## src/raster_pkg.sv

```systemverilog
package raster_pkg;

    // Screen used for bounding box clamping
    localparam int SCREEN_W = 320;
    localparam int SCREEN_H = 240;

    // Reciprocal divider
    localparam int DIV_STEPS = 17;
    localparam int RECIP_ONE = 65536;

    // Q16.16 input coordinate
    typedef logic signed [31:0] coord_q16_16_t;

    // Q16.3, top 19 bits of a Q16.16 value
    typedef logic signed [18:0] coord_q16_3_t;

    // Q32.6 product of two Q16.3 values
    typedef logic signed [37:0] dot_q32_6_t;

    // Q64.12 barycentric denominator
    typedef logic signed [75:0] denom_t;

    typedef logic [15:0] pix_t;
    typedef logic [23:0] color_t;

    // Q0.16
    typedef logic [15:0] recip_t;

    typedef struct packed {
        coord_q16_16_t x;
        coord_q16_16_t y;
        coord_q16_16_t z;
    } position_t;

    typedef struct packed {
        position_t pos;
        color_t    color;
    } vertex_t;

    typedef struct packed {
        pix_t          bbox_min_x;
        pix_t          bbox_max_x;
        pix_t          bbox_min_y;
        pix_t          bbox_max_y;
        coord_q16_3_t  v0x;
        coord_q16_3_t  v0y;
        coord_q16_3_t  e0x;
        coord_q16_3_t  e0y;
        coord_q16_3_t  e1x;
        coord_q16_3_t  e1y;
        dot_q32_6_t    d00;
        dot_q32_6_t    d01;
        dot_q32_6_t    d11;
        logic          denom_neg;
        logic          degenerate;
        recip_t        denom_inv;
        color_t        v0_color;
        color_t        v1_color;
        color_t        v2_color;
        coord_q16_16_t v0_depth;
        coord_q16_16_t v1_depth;
        coord_q16_16_t v2_depth;
    } tri_setup_t;

    typedef enum logic [2:0] {
        S_IDLE,
        S_DOT,
        S_DENOM,
        S_DIV,
        S_OUTPUT
    } setup_state_t;

endpackage

```

## src/setup_ctrl.sv

```systemverilog
`timescale 1ns/1ps

module setup_ctrl (
    input  logic clk,
    input  logic rst,

    input  logic in_valid,
    input  logic out_ready,
    input  logic div_done,

    output logic in_ready,
    output logic out_valid,
    output logic busy,

    output logic capture_en,
    output logic dot_en,
    output logic denom_en,
    output logic div_start
);

    raster_pkg::setup_state_t state;
    raster_pkg::setup_state_t next_state;

    always_ff @(posedge clk or posedge rst) begin
        if (rst) begin
            state <= raster_pkg::S_IDLE;
        end else begin
            state <= next_state;
        end
    end

    always_comb begin
        next_state = state;
        case (state)
            raster_pkg::S_IDLE: begin
                if (in_valid) begin
                    next_state = raster_pkg::S_DOT;
                end
            end
            raster_pkg::S_DOT: begin
                next_state = raster_pkg::S_DENOM;
            end
            raster_pkg::S_DENOM: begin
                next_state = raster_pkg::S_DIV;
            end
            raster_pkg::S_DIV: begin
                if (div_done) begin
                    next_state = raster_pkg::S_OUTPUT;
                end
            end
            raster_pkg::S_OUTPUT: begin
                // Hold the record until the consumer takes it
                if (out_ready) begin
                    next_state = raster_pkg::S_IDLE;
                end
            end
            default: begin
                next_state = raster_pkg::S_IDLE;
            end
        endcase
    end

    assign in_ready  = (state == raster_pkg::S_IDLE);
    assign out_valid = (state == raster_pkg::S_OUTPUT);
    assign busy      = (state != raster_pkg::S_IDLE);

    assign capture_en = in_valid && in_ready;
    assign dot_en     = (state == raster_pkg::S_DOT);
    assign denom_en   = (state == raster_pkg::S_DENOM);

    // Divider loads on the edge that enters S_DIV and starts
    // stepping once the denominator register is settled
    assign div_start = (state == raster_pkg::S_DENOM);

endmodule

```

## config.mk

```make
export PLATFORM = sky130hd
export DESIGN_NAME = setup_ctrl
export DESIGN_NICKNAME = d
export VERILOG_FILES = /design/src/raster_pkg.sv /design/src/setup_ctrl.sv
export SDC_FILE = /design/constraint.sdc
export NUM_CORES = 1
export LEC_CHECK = 0
export BUFFER_PORTS_ARGS = -buffer_cell sky130_fd_sc_hd__buf_2
export CAP_MARGIN = 40
export CELL_PAD_IN_SITES_DETAIL_PLACEMENT = 1
export CELL_PAD_IN_SITES_GLOBAL_PLACEMENT = 1
export CORE_AREA = 5 5 42 44
export CTS_BUF_LIST = sky130_fd_sc_hd__clkbuf_8
export DETAILED_ROUTE_END_ITERATION = 16
export DIE_AREA = 0 0 47 49
export PLACE_DENSITY = 0.42
export SYNTH_ARGS = -nofsm -noshare
export SYNTH_HDL_FRONTEND = slang
export SYNTH_SLANG_ARGS = --single-unit
```

## constraint.sdc

```tcl
create_clock -name clk -period 1.4 [get_ports clk]
set_input_delay 0.28 -clock clk [delete_from_list [all_inputs] [get_ports clk]]
set_output_delay 0.28 -clock clk [all_outputs]
set_load 0.1 [all_outputs]
```

### After elaboration in Yosys (flattened, before gate mapping)

Cells that the tools add are included.
Widths: inputs -> output; s select.

| storage, ports and cells | value |
|---|---|
| input port bits | 5 |
| word-level logic and storage cells | 16 |
| bits in registers | 3 |
| output and inout port bits | 7 |

| operators by class | value |
|---|---|
| multiplexer cells | 4 |
| equal/unequal tests | 7 |
| reduce and logical (&&, ||, !) cells | 4 |

Operators by type and width:

| operator | count |
|---|---|
| $pmux 3 s5 | 1 |
| $mux 3 | 3 |
| $eq 3x2->1 const B | 2 |
| $ne 2x2->1 const B | 3 |
| $eq 3x1->1 const B | 1 |
| $eq 3x3->1 const B | 1 |
| $logic_not 3->1 | 1 |
| $reduce_and 3->1 | 1 |
| $reduce_bool 3->1 | 1 |
| $logic_and 1x1->1 | 1 |

### Depth between registers and ports, before layout

| depth | value |
|---|---|
| depth in word-level cells | 3 |
| gate-level depth with buffers | 3 |
| mapped depth without buffers | 3 |

### Worst setup path before layout

Ideal clock, no wire load.

| path | value |
|---|---|
| path type | reg-to-output |
| from | register state[1] |
| to | output div_start |
| path slack | -2,185 ps |
| data required time | 1,120 ps |
| stages on the path, launching flop included | 3 |
| arrival time | 3,305 ps |
| cell sequence | dfrtp_1 nor3b_1 buf_4 |

| on the way | value |
|---|---|
| longest elaborated chain between the ends | 1 |

Ends and longest elaborated chain:

| item | RTL line | RTL |
|---|---|---|
| start: declaration | setup_ctrl.sv:21 | `raster_pkg::setup_state_t state;` |
| start signal: assignment | setup_ctrl.sv:26 | `state <= raster_pkg::S_IDLE;` |
| start signal: assignment | setup_ctrl.sv:28 | `state <= next_state;` |
| $eq 3x2->1 | -- |  |
| end: declaration | setup_ctrl.sv:18 | `output logic div_start` |

Every way passes these cells.

### Worst setup path after layout

| path | value |
|---|---|
| from | register state[1] |
| to | output capture_en |

| on the way | value |
|---|---|
| longest elaborated chain between the ends | 2 |

Ends and longest elaborated chain:

| item | RTL line | RTL |
|---|---|---|
| $logic_not 3->1 | setup_ctrl.sv:63 | `assign in_ready = (state == raster_pkg::S_IDLE);` |
| $logic_and 1x1->1 | setup_ctrl.sv:67 | `assign capture_en = in_valid && in_ready;` |
| end: declaration | setup_ctrl.sv:15 | `output logic capture_en,` |

Every way passes these cells.

==> results.sh <==
export IMPL_status="finished, violations left"
export IMPL_violations="negative setup slack"
export IMPL_use_met2=0.0928
export IMPL_num_vias=212
export IMPL_synthesis_nets=24
export IMPL_hold_viol_final=0
export IMPL_rrSetupSlack_ns=0.30
export IMPL_grt_antenna_before_repair=0
export IMPL_placedInstanceArea_sq_um=414
export IMPL_largest_register_ffs=3
export IMPL_start_util=0.131
export IMPL_drt_initial_drc_count=1
export IMPL_worstHoldStart="div_done"
export IMPL_use_met3=0.0111
export IMPL_startpoint_type="flop"
export IMPL_crit_arrival_ns=1.39
export IMPL_wl_per_cell_microns=9.55
export IMPL_use_met1=0.0508
export IMPL_nFillCells=160
export IMPL_cap_viol_max_count=0
export IMPL_htreeDepth=1
export IMPL_critPathKind="reg -> out"
export IMPL_ys_ff_latch=3
export IMPL_timing_rr_end="state[2]"
export IMPL_die_x_microns=47
export IMPL_maxSlewHeadroom=0.818
export IMPL_dr_pass1_iters=4
export IMPL_cp_max_fo=2
export IMPL_worstSetupEndpointType="output port"
export IMPL_diodes=0
export IMPL_critPathRequiredTime_ns=1.12
export IMPL_setup_ws_ns=-0.272
export IMPL_grt_pass1_vias=231
export IMPL_setup_viol=7
export IMPL_grt_busiest_layer="met2"
export IMPL_drv_slew=0
export IMPL_layout_commonest_cell="buf_12"
export IMPL_routed_wl_microns=535
export IMPL_drtAntennaViolNets=0
export IMPL_seq_area_frac_synth=0.408
export IMPL_portBuffers=11
export IMPL_cts_clk_slew_worst_paths_ns=0.03
export IMPL_hpwlAfterDp_microns=436
export IMPL_final_cell_mix="buf_12, buf_2, buf_4, inv_1, clkbuf_8"
export IMPL_die_h_microns=49
export IMPL_biggestRegsByFlops="state (3)"
export IMPL_clock_latency_ns=0.21
export IMPL_final_nets=46
export IMPL_rr_startpoint="state[0]"
export IMPL_yosys_cell_types_count=14
export IMPL_viasPerCell=3.79
export IMPL_min_path_cells=2
export IMPL_drive_above_1_share=0.725
export IMPL_die_area_sq_um=2300
export IMPL_clock_fmax_mhz=598
export IMPL_grt_overflow_total=0
export IMPL_cts_root_buf="clkbuf_8"
export IMPL_drc=0
export IMPL_syn_inst=19
export IMPL_regMostFlops="state"
export IMPL_synthToLayoutAreaGrowth_pct=178
export IMPL_rsz0062_at_grt="yes"
export IMPL_hp_class="in -> reg"
export IMPL_min_period_ns=1.67
export IMPL_numCtsBuffers=3
export IMPL_yosys_warnings=0
export IMPL_cts_tree="done"
export IMPL_synth_area_sq_um=184
export IMPL_synth_area_per_cell_sq_um=9.68
export IMPL_gp_congestion=0.675
export IMPL_crit_start="state[1]"
export IMPL_min_to="state[1]"
export IMPL_worstRegToRegCells=3
export IMPL_grtUsageTotal=0.0557
export IMPL_worstMarginPinSlew_ns=0.273
export IMPL_grt_max_degree=9
export IMPL_period_share=1.19
export IMPL_skew_ns=0.000971
export IMPL_cts_buffer_depth=2
export IMPL_clock_sinks=3
export IMPL_boundaryPins=12
export IMPL_grt_first_pass_wirelength_microns=903
export IMPL_rows=14
export IMPL_final_area_sq_um=512
export IMPL_core_sq_um=1400
synth_stat cells, drive strengths merged:
| cell type | number | area share |
|---|---|---|
| a21oi | 1 | 0.027 |
| nand2b | 1 | 0.034 |
| dfrtp | 3 | 0.41 |
| and2b | 1 | 0.048 |
| and2 | 1 | 0.034 |
| buf | 1 | 0.041 |
| a32o | 1 | 0.054 |
| o21bai | 2 | 0.082 |
| inv | 3 | 0.061 |
| a31oi | 1 | 0.034 |
| nor2b | 1 | 0.034 |
| nor3b | 2 | 0.082 |
| or3 | 1 | 0.061 |
worst max-delay path, stage by stage (launching register included):
cell and delay [ns]:
dfrtp_2 0.39, or3_4 0.42, inv_12 0.06, and2_4 0.13, buf_12 0.16
metal layers:
| layer | up-vias | share of wire |
|---|---|---|
| met2 | 4 | 0.65 |
| met5 | - | 0 |
| met4 | 0 | 0 |
| met3 | 0 | 0.043 |
| li1 | 106 | - |
| met1 | 102 | 0.30 |
how the worst max path moves through the flow:
| stage | to | slack [ns] | cells after the start |
|---|---|---|---|
| floorplan | div_start | -0.52 | 2 |
| global placement | capture_en | -0.04 | 4 |
| detailed placement | capture_en | -0.04 | 4 |
| CTS | capture_en | -0.28 | 4 |
| global route | capture_en | -0.30 | 4 |
| finish | capture_en | -0.27 | 4 |
layout make-up:
class | count | area (sq um) | area share
clock inverter | 1 | 3.75 | 0.00733
multi-input combinational | 12 | 123 | 0.240
timing repair buffer | 18 | 223 | 0.435
sequential | 3 | 77.6 | 0.152
clock buffer | 3 | 41.3 | 0.0807
inverter | 3 | 23.8 | 0.0465
tap | 16 | 20.0 | 0.0391
logic make-up after synthesis:
kind of cell	share of synthesized area
flops	0.408
simple gates	0.293
buf+inv	0.102
compound gates	0.197
repair_timing:
action,4_1_cts,5_1_grt
setup buffers,1,1
setup endpoints to repair,7,7
endpoints found under the hold margin,3,0
hold buffers,1,0
resized for setup,6,1
pin swaps,2,1
stage by stage:
step	setup TNS, ns	instances	setup WS, ns	hold slack [ns]	utilization
2_1_floorplan	-2.06	19	-0.523	0.0335	-
3_3_place_gp	-0.0392	49	-0.0374	0.140	0.296
3_5_place_dp	-0.0561	49	-0.0445	0.146	0.296
4_1_cts	-1.33	55	-0.276	0.294	0.357
5_1_grt	-1.50	56	-0.296	0.317	0.365
6_report	-1.22	56	-0.272	0.292	0.365
Power is not shown: default switching activity piles up to over one toggle a cycle in this logic, so the estimate is an artifact.
