### src/raster_pkg.sv
package raster_pkg;

    // Screen used for bounding box clamping
    localparam int SCREEN_W = 320;
    localparam int SCREEN_H = 240;

    // Reciprocal divider
    localparam int DIV_STEPS = 17;
    localparam int RECIP_ONE = 65536;

    // Q16.16 input coordinate
    typedef logic signed [31:0] coord_q16_16_t;

    // Q16.3, top 19 bits of a Q16.16 value
    typedef logic signed [18:0] coord_q16_3_t;

    // Q32.6 product of two Q16.3 values
    typedef logic signed [37:0] dot_q32_6_t;

    // Q64.12 barycentric denominator
    typedef logic signed [75:0] denom_t;

    typedef logic [15:0] pix_t;
    typedef logic [23:0] color_t;

    // Q0.16
    typedef logic [15:0] recip_t;

    typedef struct packed {
        coord_q16_16_t x;
        coord_q16_16_t y;
        coord_q16_16_t z;
    } position_t;

    typedef struct packed {
        position_t pos;
        color_t    color;
    } vertex_t;

    typedef struct packed {
        pix_t          bbox_min_x;
        pix_t          bbox_max_x;
        pix_t          bbox_min_y;
        pix_t          bbox_max_y;
        coord_q16_3_t  v0x;
        coord_q16_3_t  v0y;
        coord_q16_3_t  e0x;
        coord_q16_3_t  e0y;
        coord_q16_3_t  e1x;
        coord_q16_3_t  e1y;
        dot_q32_6_t    d00;
        dot_q32_6_t    d01;
        dot_q32_6_t    d11;
        logic          denom_neg;
        logic          degenerate;
        recip_t        denom_inv;
        color_t        v0_color;
        color_t        v1_color;
        color_t        v2_color;
        coord_q16_16_t v0_depth;
        coord_q16_16_t v1_depth;
        coord_q16_16_t v2_depth;
    } tri_setup_t;

    typedef enum logic [2:0] {
        S_IDLE,
        S_DOT,
        S_DENOM,
        S_DIV,
        S_OUTPUT
    } setup_state_t;

endpackage

### src/vertex_capture.sv
`timescale 1ns/1ps

module vertex_capture (
    input  logic                      clk,
    input  logic                      rst,
    input  logic                      capture_en,

    input  raster_pkg::vertex_t       v0,
    input  raster_pkg::vertex_t       v1,
    input  raster_pkg::vertex_t       v2,

    output raster_pkg::pix_t          bbox_min_x,
    output raster_pkg::pix_t          bbox_max_x,
    output raster_pkg::pix_t          bbox_min_y,
    output raster_pkg::pix_t          bbox_max_y,

    output raster_pkg::coord_q16_3_t  v0x,
    output raster_pkg::coord_q16_3_t  v0y,
    output raster_pkg::coord_q16_3_t  e0x,
    output raster_pkg::coord_q16_3_t  e0y,
    output raster_pkg::coord_q16_3_t  e1x,
    output raster_pkg::coord_q16_3_t  e1y,

    output raster_pkg::color_t        c0,
    output raster_pkg::color_t        c1,
    output raster_pkg::color_t        c2,
    output raster_pkg::coord_q16_16_t z0,
    output raster_pkg::coord_q16_16_t z1,
    output raster_pkg::coord_q16_16_t z2
);

    function automatic raster_pkg::coord_q16_16_t min3(
        input raster_pkg::coord_q16_16_t a,
        input raster_pkg::coord_q16_16_t b,
        input raster_pkg::coord_q16_16_t c
    );
        raster_pkg::coord_q16_16_t m;
        m = (a < b) ? a : b;
        return (m < c) ? m : c;
    endfunction

    function automatic raster_pkg::coord_q16_16_t max3(
        input raster_pkg::coord_q16_16_t a,
        input raster_pkg::coord_q16_16_t b,
        input raster_pkg::coord_q16_16_t c
    );
        raster_pkg::coord_q16_16_t m;
        m = (a > b) ? a : b;
        return (m > c) ? m : c;
    endfunction

    // Integer part, clamped to [0, limit-1]
    function automatic raster_pkg::pix_t clamp_pix(
        input raster_pkg::coord_q16_16_t v,
        input int                        limit
    );
        logic signed [15:0] ipart;
        ipart = v[31:16];
        if (ipart < 0) begin
            return '0;
        end
        if (ipart > limit - 1) begin
            return raster_pkg::pix_t'(limit - 1);
        end
        return raster_pkg::pix_t'(ipart);
    endfunction

    // Q16.16 to Q16.3 keeps the top 19 bits
    function automatic raster_pkg::coord_q16_3_t to_q16_3(input raster_pkg::coord_q16_16_t v);
        return v[31:13];
    endfunction

    always_ff @(posedge clk or posedge rst) begin
        if (rst) begin
            bbox_min_x <= '0;
            bbox_max_x <= '0;
            bbox_min_y <= '0;
            bbox_max_y <= '0;
            v0x        <= '0;
            v0y        <= '0;
            e0x        <= '0;
            e0y        <= '0;
            e1x        <= '0;
            e1y        <= '0;
        end else if (capture_en) begin
            // Box from the live inputs, source drops them after this edge
            bbox_min_x <= clamp_pix(min3(v0.pos.x, v1.pos.x, v2.pos.x), raster_pkg::SCREEN_W);
            bbox_max_x <= clamp_pix(max3(v0.pos.x, v1.pos.x, v2.pos.x), raster_pkg::SCREEN_W);
            bbox_min_y <= clamp_pix(min3(v0.pos.y, v1.pos.y, v2.pos.y), raster_pkg::SCREEN_H);
            bbox_max_y <= clamp_pix(max3(v0.pos.y, v1.pos.y, v2.pos.y), raster_pkg::SCREEN_H);
            v0x        <= to_q16_3(v0.pos.x);
            v0y        <= to_q16_3(v0.pos.y);
            e0x        <= to_q16_3(v1.pos.x) - to_q16_3(v0.pos.x);
            e0y        <= to_q16_3(v1.pos.y) - to_q16_3(v0.pos.y);
            e1x        <= to_q16_3(v2.pos.x) - to_q16_3(v0.pos.x);
            e1y        <= to_q16_3(v2.pos.y) - to_q16_3(v0.pos.y);
        end
    end

    // Pass-through attributes
    always_ff @(posedge clk) begin
        if (capture_en) begin
            c0 <= v0.color;
            c1 <= v1.color;
            c2 <= v2.color;
            z0 <= v0.pos.z;
            z1 <= v1.pos.z;
            z2 <= v2.pos.z;
        end
    end

endmodule
### config.mk
export PLATFORM = sky130hd
export DESIGN_NAME = vertex_capture
export DESIGN_NICKNAME = d
export VERILOG_FILES = /design/src/raster_pkg.sv /design/src/vertex_capture.sv
export SDC_FILE = /design/constraint.sdc
export NUM_CORES = 1
export LEC_CHECK = 0
export ABC_AREA = 1
export BUFFER_PORTS_ARGS = -buffer_cell sky130_fd_sc_hd__buf_2
export CAP_MARGIN = 30
export CORE_AREA = 4 4 275 277
export CTS_CLUSTER_DIAMETER = 200
export DETAILED_ROUTE_END_ITERATION = 7
export DIE_AREA = 0 0 279 281
export PLACE_DENSITY_LB_ADDON = 0.1
export SYNTH_ARGS = -nofsm -noshare
export SYNTH_HDL_FRONTEND = slang
export SYNTH_SLANG_ARGS = --single-unit
### constraint.sdc
create_clock -name clk -period 5.8 [get_ports clk]
set_input_delay 0.58 -clock clk [delete_from_list [all_inputs] [get_ports clk]]
set_output_delay 0.58 -clock clk [all_outputs]
set_load 0.05 [all_outputs]
-- Yosys cells after proc, flatten, opt, wreduce, memory -nomap -nowiden
Index checks and enable logic that the tools add are counted.
- multiplexer cells: 44
- order comparisons: 16
- add/subtract/negate cells: 4
- operator list (operator ; number):
    16-bit 2-to-1 mux ; 16
    32-bit 2-to-1 mux ; 8
    32-bit > comparator ; 4
    32-bit less-than comparator ; 4
    19-bit subtractor ; 4
    16-bit by 1-bit less-than comparator with 1-bit output (second input constant) ; 4
    16-bit by 10-bit > comparator with 1-bit output (second input constant) ; 2
    16-bit by 9-bit > comparator with 1-bit output (second input constant) ; 2
    1-bit 2-to-1 mux ; 20
- input port bits: 363
- register bits after elaboration: 346
- logic and storage cells: 80
- output and inout port bits: 346

-- Longest topological paths before layout
- depth after elaboration: 11
- depth in mapped cells: 39
- depth with buffers taken out: 37

-- Worst setup path before layout
No wires, ideal clock.
- path type: input-to-reg
- from: in v0[103] (netlist bit)
- to: reg bbox_max_x[6]
- stages: 32
- setup slack: 0.473 ns
- data arrival time: 5.245 ns
- data required time: 5.717 ns
- setup time: 0.083 ns
- path buffers: 4
- cell sequence: inv_1 > ha_1 > nand2_1 > nor2_1 > nand2_1 > inv_1 > a21oi_1 > nand3_1 > nand2_2 > nand2_2 > nand2_1 > nand2_2 > nand2_1 > clkbuf_1 > clkbuf_1 > clkbuf_1 > nor2_1 > a21oi_1 > ha_1 > a21oi_1 > o21ai_0 > a221oi_1 > o21ai_0 > a21oi_1 > o21ai_0 > xor2_1 > nor2_1 > clkbuf_1 > o21ai_0 > nor2_1 > nand4_1 > o21ai_0
- word-level cells in the longest chain between the ends: 10
- elaborated cells on any way between the ends: 14
- those cells by class: 4 x order compare; 10 x mux
- RTL lines (element ; RTL line ; source):
    from (decl) ; vertex_capture.sv:8 ; input raster_pkg::vertex_t v0,
    32-bit > comparator ; vertex_capture.sv:48 ; m = (a > b) ? a : b;
    32-bit 2-to-1 mux * ; vertex_capture.sv:48 ;
    32-bit > comparator ; vertex_capture.sv:49 ; return (m > c) ? m : c;
    32-bit 2-to-1 mux * ; vertex_capture.sv:49 ;
    16-bit by 10-bit > comparator with 1-bit output ; vertex_capture.sv:62 ; if (ipart > limit - 1) begin
    1-bit 2-to-1 mux (2 in a row) ; vertex_capture.sv:62 ;
    1-bit 2-to-1 mux ; vertex_capture.sv:85 ; end else if (capture_en) begin
    16-bit 2-to-1 mux ; vertex_capture.sv:65 ; return raster_pkg::pix_t'(ipart);
    16-bit 2-to-1 mux * ; vertex_capture.sv:62 ;
    to (signal assigned) ; vertex_capture.sv:88 ; bbox_max_x <= clamp_pix(max3(v0.pos.x, v1.pos.x, v2.pos.x), raster_pkg::SCREEN_W);
    to (decl) ; vertex_capture.sv:13 ; output raster_pkg::pix_t bbox_max_x,
Every way passes the cells marked *; elsewhere a longest branch is shown, timed or not. The select of a mux whose other input is x is not followed.
A chain may end at the register's enable or synchronous reset.

-- Final worst setup path
- from: in v0[79] (netlist bit)
- to: reg bbox_max_y[3]
- word-level cells in the longest chain between the ends: 10
- elaborated cells on any way between the ends: 14
- those cells by class: 4 x order compare; 10 x mux
- RTL lines (element ; RTL line ; source):
    32-bit > comparator ; vertex_capture.sv:48 ;
    32-bit 2-to-1 mux * ; vertex_capture.sv:48 ;
    32-bit > comparator ; vertex_capture.sv:49 ;
    32-bit 2-to-1 mux * ; vertex_capture.sv:49 ;
    16-bit by 9-bit > comparator with 1-bit output ; vertex_capture.sv:62 ;
    1-bit 2-to-1 mux (2 in a row) ; vertex_capture.sv:62 ;
    1-bit 2-to-1 mux ; vertex_capture.sv:85 ;
    16-bit 2-to-1 mux ; vertex_capture.sv:65 ;
    16-bit 2-to-1 mux * ; vertex_capture.sv:62 ;
    to (signal assigned) ; vertex_capture.sv:90 ; bbox_max_y <= clamp_pix(max3(v0.pos.y, v1.pos.y, v2.pos.y), raster_pkg::SCREEN_H);
    to (decl) ; vertex_capture.sv:15 ; output raster_pkg::pix_t bbox_max_y,
Marked as above.

==> summary.txt <==
CTS root buf - clkbuf_16
delay-heaviest family, CP - compound AO/OA/AOI/OAI gates
number of iterations in the first detailed-routing pass - 5
met2 wire len - 44300 um
initial antenna violation count - 35
number of global-route vias before repair - 19800
DR vias - 20000
Pwr Density - 334 mW/mm^2
Synth-to-Final Area Change - 30.9%
Async S/R FF share, synth - 50.9%
Synth area leader - edfxtp_1
WL final - 92700 um
HP Class - in -> async
Die H - 281 um
max-cap violation count - 0
DR iter-0 viols - 1169
most frequent cell after synthesis - nand2_1
final net count - 3892
DP HPWL - 77700 um
DRC viols - 0
ANT nets after route - 0
TNS Setup - 0 ns
Post-synth EDFFs - 168
Multi-input gate area - 0.0103 mm^2
Core Util, Final - 38.2%
largest net degree at the start of global routing - 105
Placement Cell Area - 0.0264 mm^2
Post-Syn Area - 0.0213 mm^2
post-synthesis sequential area ratio - 44.2%
worst-path fanout max - 23
H-tree Lvls - 2
Least-Margin Pin Slew - 0.929 ns
CTS clk-pin slew, worst paths - 0.06 ns
top routing layer used - met5
clock buffer depth - 3
fillers - 7654
met1 wire length - 37400 um
CP max stage cell - o21ai_0
starting density of the core - 29.2%
Total Power - 9300 uW
ys flop type - dfrtp_1
Seq cells post-synth - 342
sequential cell area - 0.00940 mm^2
Skew-Pair Late Insertion Delay - 0.57 ns
Yosys cell types - 50
Hold Buf Count CTS - 0
CP peak stage delay - 0.52 ns
CP most frequent cell - nand2_1
mean post-synth cell area - 8.55 um^2
GRT Util Overall - 22.6%
GP Congestion - 0.922
peak supply drop - 237 uV
CTS tree - done
die area - 0.0784 mm^2
min Tclk post-route - 5.23 ns
layout cells sized above 1 - 28.0%
Worst Hold Slack - 0.141 ns
boundary pin count - 709
P_leak - 0.0146 uW
critical path required time - 6.26 ns
Hold Vio Cnt, Final - 0
first-pass GRT wire length - 132000 um
Core Box Area - 0.0728 mm^2
class of the most critical setup path - in -> reg
routed len/inst - 21.7 um
Rel. slew slack - 38.1%
Buf/Inv on CP - 5
Resized cells post-CTS - 0
unrepaired setup endpoints after global routing - no
period utilization - 90.1%
Post-Syn Instances - 2489
Peak Freq - 191 MHz
WP data arrival - 5.69 ns
Slew Viols, Final - 0
Setup Viol. Count Final - 0
Synth area leaders - edfxtp_1 24%, dfrtp_1 20%, ha_1 15%
Die Span X - 279 um
met3 wire len - 7650 um
Port Buffer Count - 704
Yosys top cell area share - 23.7%
startpoint types - primary input
CP endpoint kind - flop
postcts setup bufs - 0
CTS Buf Count - 42
Finished Cell Area - 0.0278 mm^2
most common library cells after synthesis - 647 x nand2_1, 345 x inv_1, 291 x o21ai_0
total gr overflow - 0
outcome - finished, final reports clean
Synth Warn # - 0
Clock Skew - 0 ns
vias per std cell - 4.68
CTS Sinks - 342
row cnt - 99
flip-flops by register name, indices dropped and copies added, names as in the netlist:
| signal | count |
|---|---|
| e1x | 19 |
| v0y | 19 |
| z0 | 32 |
| z1 | 32 |
| e1y | 19 |
| c2 | 24 |
| e0x | 19 |
| bbox_min_y | 15 |
| c1 | 24 |
| c0 | 24 |
| bbox_min_x | 15 |
| e0y | 19 |
| bbox_max_y | 15 |
| bbox_max_x | 15 |
| z2 | 32 |
| v0x | 19 |
cell usage in the layout, fill, tap and decap left out, types with 18 or more instances in the layout:
cell         n
buf_2      703
nand2_1    646
inv_1      343
o21ai_0    291
ha_1       262
dfrtp_1    174
edfxtp_1   168
a21oi_1    141
nor2_1     116
buf_4       86
nand3_1     56
clkbuf_16   42
xor2_1      32
nand2_2     23
nand4_1     18
through the flow:
stage,cells,worst slack [ns]
floorplan,2492,0.473
global placement,4178,0.163
detailed placement,4178,0.0727
CTS,4256,0.673
global route,4265,0.0231
finish,4269,0.575
cell families after synthesis:
logic type | Yosys count | synth area share (%)
other cells | 1 | 0.0176
buf+inv | 415 | 7.54
flops | 342 | 44.2
xor+xnor | 47 | 1.93
fa+ha+maj | 266 | 15.8
simple gates | 905 | 17.6
compound gates | 513 | 12.9
worst paths after layout:
kind,end,slack [ns],start,cells after the start
max,bbox_max_y[3],0.57,v0[79],28
min,bbox_max_y[9],0.14,rst,2
max reg2reg,bbox_max_x[0],5.04,bbox_max_x[0],2
min reg2reg,e1y[17],0.48,e1y[17],2
max in group asynchronous,v0x[18],4.50,rst,3
min in group clk,z2[23],0.18,v2[47],1
power by group:
group | leakage (uW) | internal, uW | total [uW] | switching, uW
clock network | 0.000664 | 1530 | 2660 | 1130
logic | 0.0101 | 978 | 3630 | 2660
registers | 0.00381 | 2850 | 3010 | 157
total | 0.0146 | 5360 | 9300 | 3950
metal layers:
| layer | vias up | GRT usage, % |
|---|---|---|
| met1 | 9349 | 27.1 |
| li1 | 9792 | - |
| met2 | 664 | 38.6 |
| met4 | 20 | 7.90 |
| met3 | 154 | 6.99 |
| met5 | - | 0 |
final cells by class:
class                   instances  share of cell area (%)
diodes                         13                   0.117
clock buffers                  55                    4.06
clock inverters                23                   0.903
inverters                     350                    4.76
multi-input cells            1735                    36.9
flip-flops and latches        342                    33.8
well taps                     959                    4.31
repair buffers                792                    15.2
(Power assumes the default switching activity.)
