--- src/raster_pkg.sv ---
package raster_pkg;

    // Screen used for bounding box clamping
    localparam int SCREEN_W = 320;
    localparam int SCREEN_H = 240;

    // Reciprocal divider
    localparam int DIV_STEPS = 17;
    localparam int RECIP_ONE = 65536;

    // Q16.16 input coordinate
    typedef logic signed [31:0] coord_q16_16_t;

    // Q16.3, top 19 bits of a Q16.16 value
    typedef logic signed [18:0] coord_q16_3_t;

    // Q32.6 product of two Q16.3 values
    typedef logic signed [37:0] dot_q32_6_t;

    // Q64.12 barycentric denominator
    typedef logic signed [75:0] denom_t;

    typedef logic [15:0] pix_t;
    typedef logic [23:0] color_t;

    // Q0.16
    typedef logic [15:0] recip_t;

    typedef struct packed {
        coord_q16_16_t x;
        coord_q16_16_t y;
        coord_q16_16_t z;
    } position_t;

    typedef struct packed {
        position_t pos;
        color_t    color;
    } vertex_t;

    typedef struct packed {
        pix_t          bbox_min_x;
        pix_t          bbox_max_x;
        pix_t          bbox_min_y;
        pix_t          bbox_max_y;
        coord_q16_3_t  v0x;
        coord_q16_3_t  v0y;
        coord_q16_3_t  e0x;
        coord_q16_3_t  e0y;
        coord_q16_3_t  e1x;
        coord_q16_3_t  e1y;
        dot_q32_6_t    d00;
        dot_q32_6_t    d01;
        dot_q32_6_t    d11;
        logic          denom_neg;
        logic          degenerate;
        recip_t        denom_inv;
        color_t        v0_color;
        color_t        v1_color;
        color_t        v2_color;
        coord_q16_16_t v0_depth;
        coord_q16_16_t v1_depth;
        coord_q16_16_t v2_depth;
    } tri_setup_t;

    typedef enum logic [2:0] {
        S_IDLE,
        S_DOT,
        S_DENOM,
        S_DIV,
        S_OUTPUT
    } setup_state_t;

endpackage

--- src/recip_divider.sv ---
`timescale 1ns/1ps

module recip_divider (
    input  logic               clk,
    input  logic               rst,
    input  logic               div_start,
    input  logic [63:0]        denom_mag,
    output raster_pkg::recip_t recip,
    output logic               div_by_zero,
    output logic               div_done
);

    logic [$clog2(raster_pkg::DIV_STEPS)-1:0] step_cnt;
    logic                                     active;

    // Dividend bits shift out of the top as quotient bits enter below
    logic [raster_pkg::DIV_STEPS-1:0] quo;
    logic [raster_pkg::DIV_STEPS-1:0] quo_next;
    logic [63:0]                      rem;
    logic [63:0]                      rem_next;
    logic [64:0]                      trial;
    logic                             fits;

    always_comb begin
        trial = {rem, quo[raster_pkg::DIV_STEPS-1]};
        fits  = (trial >= {1'b0, denom_mag});
        if (fits) begin
            rem_next = 64'(trial - {1'b0, denom_mag});
        end else begin
            rem_next = trial[63:0];
        end
        quo_next = {quo[raster_pkg::DIV_STEPS-2:0], fits};
    end

    always_ff @(posedge clk) begin
        if (div_start) begin
            quo <= raster_pkg::RECIP_ONE[raster_pkg::DIV_STEPS-1:0];
            rem <= '0;
        end else if (active) begin
            quo <= quo_next;
            rem <= rem_next;
        end
    end

    always_ff @(posedge clk or posedge rst) begin
        if (rst) begin
            active      <= 1'b0;
            step_cnt    <= '0;
            div_done    <= 1'b0;
            div_by_zero <= 1'b0;
            recip       <= '0;
        end else begin
            div_done <= 1'b0;
            if (div_start) begin
                active   <= 1'b1;
                step_cnt <= '0;
            end else if (active) begin
                step_cnt <= step_cnt + 1'b1;
                if (step_cnt == raster_pkg::DIV_STEPS - 1) begin
                    active      <= 1'b0;
                    div_done    <= 1'b1;
                    div_by_zero <= (denom_mag == '0);
                    // Saturate at 65535, zero divisor gives 0
                    if (denom_mag == '0) begin
                        recip <= '0;
                    end else if (quo_next[raster_pkg::DIV_STEPS-1]) begin
                        recip <= '1;
                    end else begin
                        recip <= quo_next[15:0];
                    end
                end
            end
        end
    end

endmodule

--- config.mk ---
export PLATFORM = sky130hd
export DESIGN_NAME = recip_divider
export DESIGN_NICKNAME = d
export VERILOG_FILES = /design/src/raster_pkg.sv /design/src/recip_divider.sv
export SDC_FILE = /design/constraint.sdc
export NUM_CORES = 1
export LEC_CHECK = 0
export BUFFER_PORTS_ARGS = -buffer_cell sky130_fd_sc_hd__buf_2
export CAP_MARGIN = 10
export CELL_PAD_IN_SITES_DETAIL_PLACEMENT = 0
export CELL_PAD_IN_SITES_GLOBAL_PLACEMENT = 1
export CORE_MARGIN = 2
export CORE_UTILIZATION = 40
export CTS_BUF_LIST = sky130_fd_sc_hd__clkbuf_8
export DETAILED_ROUTE_END_ITERATION = 8
export PLACE_DENSITY = 0.73
export SLEW_MARGIN = 15
export SYNTH_ARGS = -nofsm -noshare
export SYNTH_HDL_FRONTEND = slang
export SYNTH_SLANG_ARGS = --single-unit
--- constraint.sdc ---
create_clock -name clk -period 5.3 [get_ports clk]
set_clock_uncertainty 0.2 [all_clocks]
set_input_delay 1.06 -clock clk [delete_from_list [all_inputs] [get_ports clk]]
set_output_delay 1.06 -clock clk [all_outputs]
set_load 0.005 [all_outputs]
== Word-level counts from Yosys, hierarchy flattened ==
Cells that the tools add are included.
Cells by class
  add/sub/neg operators: 2
  multipliers: 0
  div/mod/pow operators: 0
  $lt $le $gt $ge: 1
  eq/ne operators: 1
  shift operators: 0
  mux-type cells: 11
  bitwise logic cells: 1
  reductions and logical operators: 3
Operators with widths (count)
  $ge A65 B64 Y1: 1
  $logic_not A64 Y1: 1
  $mux W64: 1
  $sub A64 B64 Y64: 1
  $mux W16: 2
  $mux W5: 2
  $mux W1: 6
  $add A5 B1 Y5 const B: 1
  $eq A5 B5 Y1 const B: 1
  $reduce_and A3 Y1: 1
  $reduce_bool A2 Y1: 1
  $not A1 Y1: 1
Storage, ports and cells
  bits in registers: 105
  latch bits: 0
  memory bits (writable): 0
  memory bits (read-only): 0
  word-level logic and storage cells: 26
  memories kept: 0

== Longest topological paths before layout ==
Gate-level depths: netlist of the first run.
  depth after elaboration: 4
  depth in mapped cells: 15
  mapped depth without buffers: 14

== Worst setup path before layout of the first run ==
Ideal clock, no wire load.
  path kind: input to register
  start point: input denom_mag[36]
  end point: register rem[56]
  setup time: 0.088 ns
  arrival time: 3.620 ns
  required time: 5.012 ns
  setup slack: 1.392 ns
  stages: 12
  cells stage by stage: inv_1 ha_1 buf_4 nand3_2 or4_4 or4_4 o31ai_2 a21oi_2 o31ai_2 xnor2_1 nand2_1 a311oi_2
On the way
  cells in the longest elaborated chain, start to end: 2
RTL lines
  from (decl): line recip_divider.sv:7  | input logic [63:0] denom_mag,
  $sub A64 B64 Y64 or $ge A65 B64 Y1 (tied branches): line recip_divider.sv:28, recip_divider.sv:26
  $mux W64 (*): line recip_divider.sv:27  | if (fits) begin
  to (signal assigned): line recip_divider.sv:41  | rem <= rem_next;
  to (decl): line recip_divider.sv:19  | logic [63:0] rem;
Every way passes the cells marked *; elsewhere a longest branch is shown, timed or not.
A chain may end at the register's enable or synchronous reset.

== Final worst setup path of the first run ==
  start point: input denom_mag[11]
  end point: register rem[61]
Same word-level chain as after synthesis.

==> results.toml, run 1 <==
[outcome]
status = "completed"

[cts]
cts_tree = "yes"
clock_path_buffers = 2
cts.clk_slew.worst_paths_ps = 130
postCtsSetupBuffers = 0
cts-root-buf = "clkbuf_8"
htree_num_levels = 3
ctsResizeCount = 0
clk_latency_ps = 400
cts_hold_buf = 0
cts_buffers = 9
clkSinkCount = 105

[die]
die_y_um = 152
die_w_um = 152
io_pins = 85
start_util = 0.404
die-area_um2 = 23100
num_rows = 54
core_um2 = 21600

[timing]
max_freq_ghz = 0.228
finalSetupTns_ps = 0
rsz0062_at_grt = "false"
setup_viol = 0
tightest_slew_ps = 984
max-slew-margin-rel = 0.344
final_hold_viol_count = 0
finalCritPeriodShare = 0.828
period_needed_ps = 4390
slew_viol_final = 0

[placement]
dp_cells = 1469
place.detailed.hpwl_mm = 18.7
place_congestion = 0.909
port_buffers = 84

[cells_and_area]
layout.cells.non_filler = 1485
diodes = 0
drive_above_1_share = 0.116
multi_input_area_um2 = 5700
fillers = 2286
regArea_um2 = 2230
syn_to_final_growth_pct = 6.78
nets = 1334

[yosys]
synth_ff_type = "dfxtp_1"
synthMuxAreaShare = 0.0276
synth_top_family_by_area = "compound AO/OA/AOI/OAI gates"
synth_common_cells = "nand2_1 (182), nor2_1 (138), inv_1 (87)"
synth-adder-area-share = 0.0968
yosys_warnings = 0
synth_edf_count = 0
synth_nets = 1297
syn_avg_cell_area_um2 = 7.52
synthDistinctLibCells = 78
yosys.area.top_type_share = 0.186
synth_area_um2 = 8740
ys_top_cells_by_area = "dfxtp_1 (19%), ha_1 (9.4%), nand2_1 (7.8%)"
synthArstFlopShare = 0.229
synth_seq_cells = 105
synth_compound_area_frac = 0.249
ys_seq_area_frac = 0.254
synth_most_common_cell = "nand2_1"
synth_top_area_cell = "dfxtp_1"
synthXorXnorAreaFrac = 0.0601
synthCells = 1163
synth_simple_gate_area_frac = 0.218

[routing]
top_layer_used = "met4"
vias_per_cell = 5.53
wl_per_cell_um = 16.5
drt_iter0_drc = 609
drt-met1-wl_mm = 12.3
wl_met3_mm = 1.21
antenna_left = 0
dr_wl_met2_mm = 10.7
drc = 0
dr.pass1.iters = 5
vias = 8214
routed_wl_mm = 24.5

[power]
p_sw_uw = 2420
p_sw_frac = 0.499
p_seq_frac = 0.253
internal_power_uw = 2430
peakVddDrop_mv = 0.264
power_density_nw_per_um2 = 520
p_leak_uw = 0.00430
p_comb_frac = 0.633
clock_power_share = 0.113

[critical_path]
max_stage_delay_ps = 550
crit_fanout = 12
critPathCaptureType = "flop"
arrival_ps = 4490
critPathLaunchType = "input pin"
crit_required_ps = 5410
cp_cell_sequence = "buf_2 -> inv_1 -> ha_1 -> nand2_1 -> nor4_1 -> o21ai_0 -> o211ai_1 -> a221oi_2 -> o21ai_1 -> a221o_2 -> buf_4 -> nand3_1 -> a311oi_1"
critical_path_class = "input pin to flop"
critPathSlowestCell = "nor4_1"

[global_route]
grt_usage = 0.212
grt_pass1_vias = 7681
grt_max_degree = 94
grt_overflow = 0
grt_pass1_wl_mm = 40.6
antenna_found_initial = 0

[run]
maxCapViolations = 0

[worst_hold_path]
min_path_type = "flop to flop"
## routing by layer
metal	vias up	global-route usage
met5	-	0
met4	0	0.0449
met3	23	0.0345
met2	198	0.333
met1	3796	0.306
li1	4197	-
## critical path, delay by kind of cell
kind | cells | cell delay [ps]
AO/OA/AOI/OAI | 6 | 1820
AND/OR/NAND/NOR | 3 | 820
buffers and inverters | 3 | 400
adder cells (fa/ha/maj) | 1 | 370
## area by class of cell
cell class              count  area share
inverters                  87      0.0350
flip-flops and latches    105       0.238
clock buffers               9      0.0133
well taps                 280      0.0375
multi-input cells         902       0.611
clock inverters             7     0.00952
repair buffers             95      0.0552
## sequential cells by signal, summed over array words and instances (netlist names)
register and cells:
div_done 1, quo 17, div_by_zero 1, step_cnt 5
rem 64, active 1, recip 16
## power groups by stage
stage / combinational (uW) / clock, uW / sequential [uW]
floorplan: 2560 / 0 / 1190
global placement: 3050 / 0 / 1250
detailed placement: 3030 / 0 / 1250
CTS: 3060 / 573 / 1230
global route: 3430 / 598 / 1260
finish: 3070 / 551 / 1230
## layout by cell type (no fill, tap or decap), types with 30 or more instances in the layout
cell and n:
a21o_1 30, buf_2 84, nand2_1 182, a21oi_1 76
inv_1 87, dfxtp_1 81, xnor2_1 38, o21ai_0 59
nor2_1 138, a311oi_1 52, ha_1 66
## per-stage QoR
stage               power (uW)  utilization  setup slack, ps  hold slack [ps]  cell area (um^2)
global placement          4300        0.422              539              260              9120
CTS                       4860        0.432              913              295              9330
floorplan                 3750            -             1390              268              8740
global route              5300        0.432              611              325              9330
detailed placement        4280        0.422              506              266              9120
finish                    4850        0.432              914              289              9330
## kinds of logic after synthesis
family,after synthesis
buffers and inverters,156
and+or+nand+nor,431
muxes,24
xor gates and xnor gates,60
AOI/OAI and AO/OA,320
adders and majority gates,67
DFF,105
## worst paths after layout
path | cells after the start | end | slack [ps] | start
worst max register to register | 11 | rem[61] | 1360 | rem[10]
min in group asynchronous | 2 | recip[8] | 640 | rst
worst max-delay path | 13 | rem[61] | 910 | denom_mag[11]
worst min register to register | 2 | recip[0] | 290 | recip[0]
max in group asynchronous | 2 | active | 3580 | rst
worst min-delay path | 2 | recip[0] | 290 | recip[0]
(Power assumes the default switching activity.)
==> inputs of run 2 (changes only) <==
- PLACE_DENSITY: 0.73 -> 0.76
- clock period: 5.3 -> 4 ns (I/O delays scaled with it)
==> run 2 against run 1 <==
Effect of this change: sequential cell count did not move; total power rose by 45%; cell count rose by 5.7%; worst setup slack got worse by 720 ps; critical path type unchanged; largest power group unchanged.
==> results.toml, run 2 (synthesis gave the netlist of run 1 again) <==
[outcome]
status = "completed"

[cts]
clk_latency_ps = 410
clkSinkCount = 105
clock_path_buffers = 2
htree_num_levels = 3
cts-root-buf = "clkbuf_8"
cts_buffers = 9
postCtsSetupBuffers = 0
cts_tree = "yes"
ctsResizeCount = 0
cts.clk_slew.worst_paths_ps = 120
cts_hold_buf = 0

[critical_path]
crit_fanout = 3
critPathLaunchType = "input pin"
crit_required_ps = 4120
critPathCaptureType = "flop"
arrival_ps = 3930
critical_path_class = "input pin to flop"
r2r_cells = 15

[timing]
slew_viol_final = 0
rsz0062_at_grt = "false"
max_freq_ghz = 0.263
max-slew-margin-rel = 0.334
finalCritPeriodShare = 0.952
setup_viol = 0
period_needed_ps = 3810
final_hold_viol_count = 0
tightest_slew_ps = 999

[cells_and_area]
top_register = "rem"
largest_register_ffs = 64
diodes = 0
largestRegisters = "rem x64, quo x17, recip x16"
nets = 1418
syn_to_final_growth_pct = 14.3
drive_above_1_share = 0.174
fillers = 2246
layout_common_cells = "nand2_1 (182), nor2_1 (138), buf_4 (92)"
layout_commonest_cell = "nand2_1"
layout.cells.non_filler = 1569

[die]
num_rows = 54
io_pins = 85
start_util = 0.404
die-area_um2 = 23100
die_y_um = 152
die_w_um = 152
core_um2 = 21600

[placement]
dp_cells = 1553
place_congestion = 0.888
place.detailed.hpwl_mm = 20.0
port_buffers = 84

[power]
clock_power_share = 0.106
p_comb_frac = 0.660
finalPower_uw = 7030
peakVddDrop_mv = 0.272
p_sw_uw = 3360
power_density_nw_per_um2 = 704
p_leak_uw = 0.00471
p_seq_frac = 0.234
internal_power_uw = 3670
p_sw_frac = 0.478

[routing]
antenna_left = 0
vias = 8596
dr.pass1.iters = 5
routed_wl_mm = 25.5
wl_per_cell_um = 16.3
vias_per_cell = 5.48
drt_iter0_drc = 498
drc = 0

[run]
maxCapViolations = 0

[global_route]
grt_usage = 0.221
antenna_found_initial = 0
grt_max_degree = 86
grt_overflow = 0
grt_pass1_vias = 8077
grt_pass1_wl_mm = 42.2

[worst_hold_path]
min_path_type = "flop to flop"
whs_path_depth = 2
run 2: changes by cell type in the layout (fill, tap and decap cells not counted):
cell | previous run | this run
buf_12 | 1 | 3
buf_4 | 10 | 92
run 2: metrics by stage:
stage	hold slack [ps]	TNS (ps)	instance area [um^2]	util	worst slack, ps
finish	285	0	9990	0.462	191
floorplan	268	0	8740	-	352
CTS	296	0	9990	0.462	249
global route	324	0	9990	0.462	36.1
detailed placement	265	-324	9780	0.452	-185
global placement	258	-171	9780	0.452	-163
run 2: worst paths after layout:
check / start / endpoint / slack [ps]
setup / recovery: denom_mag[0] / rem[42] / 190
hold reg to reg: recip[13] / recip[13] / 290
max in group asynchronous: rst / active / 2540
min in group asynchronous: rst / recip[10] / 370
hold / removal: recip[13] / recip[13] / 290
setup reg to reg: quo[16] / rem[42] / 300
run 2: metal layers:
metal | vias up | share of wire | wire length [um] | GRT usage
met4 | 0 | 0.011 | 285 | 0.0409
met1 | 4000 | 0.50 | 12700 | 0.322
met3 | 21 | 0.054 | 1370 | 0.0357
li1 | 4370 | - | - | -
met5 | - | 0 | 0 | 0
met2 | 205 | 0.44 | 11200 | 0.347
run 2: layout make-up:
| type | instances | area [um^2] | area share |
|---|---|---|---|
| Inverter | 87 | 327 | 0.0327 |
| Clock buffer | 9 | 124 | 0.0124 |
| Clock inverter | 7 | 88.8 | 0.00889 |
| Sequential cell | 105 | 2230 | 0.223 |
| Timing Repair Buffer | 179 | 1170 | 0.117 |
| Multi-Input combinational cell | 902 | 5700 | 0.571 |
| Tap cell | 280 | 350 | 0.0351 |
run 2: power groups by stage:
stage | sequential, uW | clock [uW] | combinational (uW)
finish | 1640 | 745 | 4640
global route | 1680 | 802 | 5160
CTS | 1640 | 772 | 4630
detailed placement | 1660 | 0 | 4600
global placement | 1660 | 0 | 4590
floorplan | 1570 | 0 | 3390
run 2: worst max-delay path, stage by stage:
cell      delay (ps)
buf_2            120
ha_1             220
fa_1             400
nor2b_1          160
o21bai_1         120
a31o_2           280
o21ai_1          290
o21ai_1          210
buf_4            190
nor2_1           190
a21oi_1          140
o21ai_0          280
xor2_1           220
nand2_1           70
a311oi_1         230
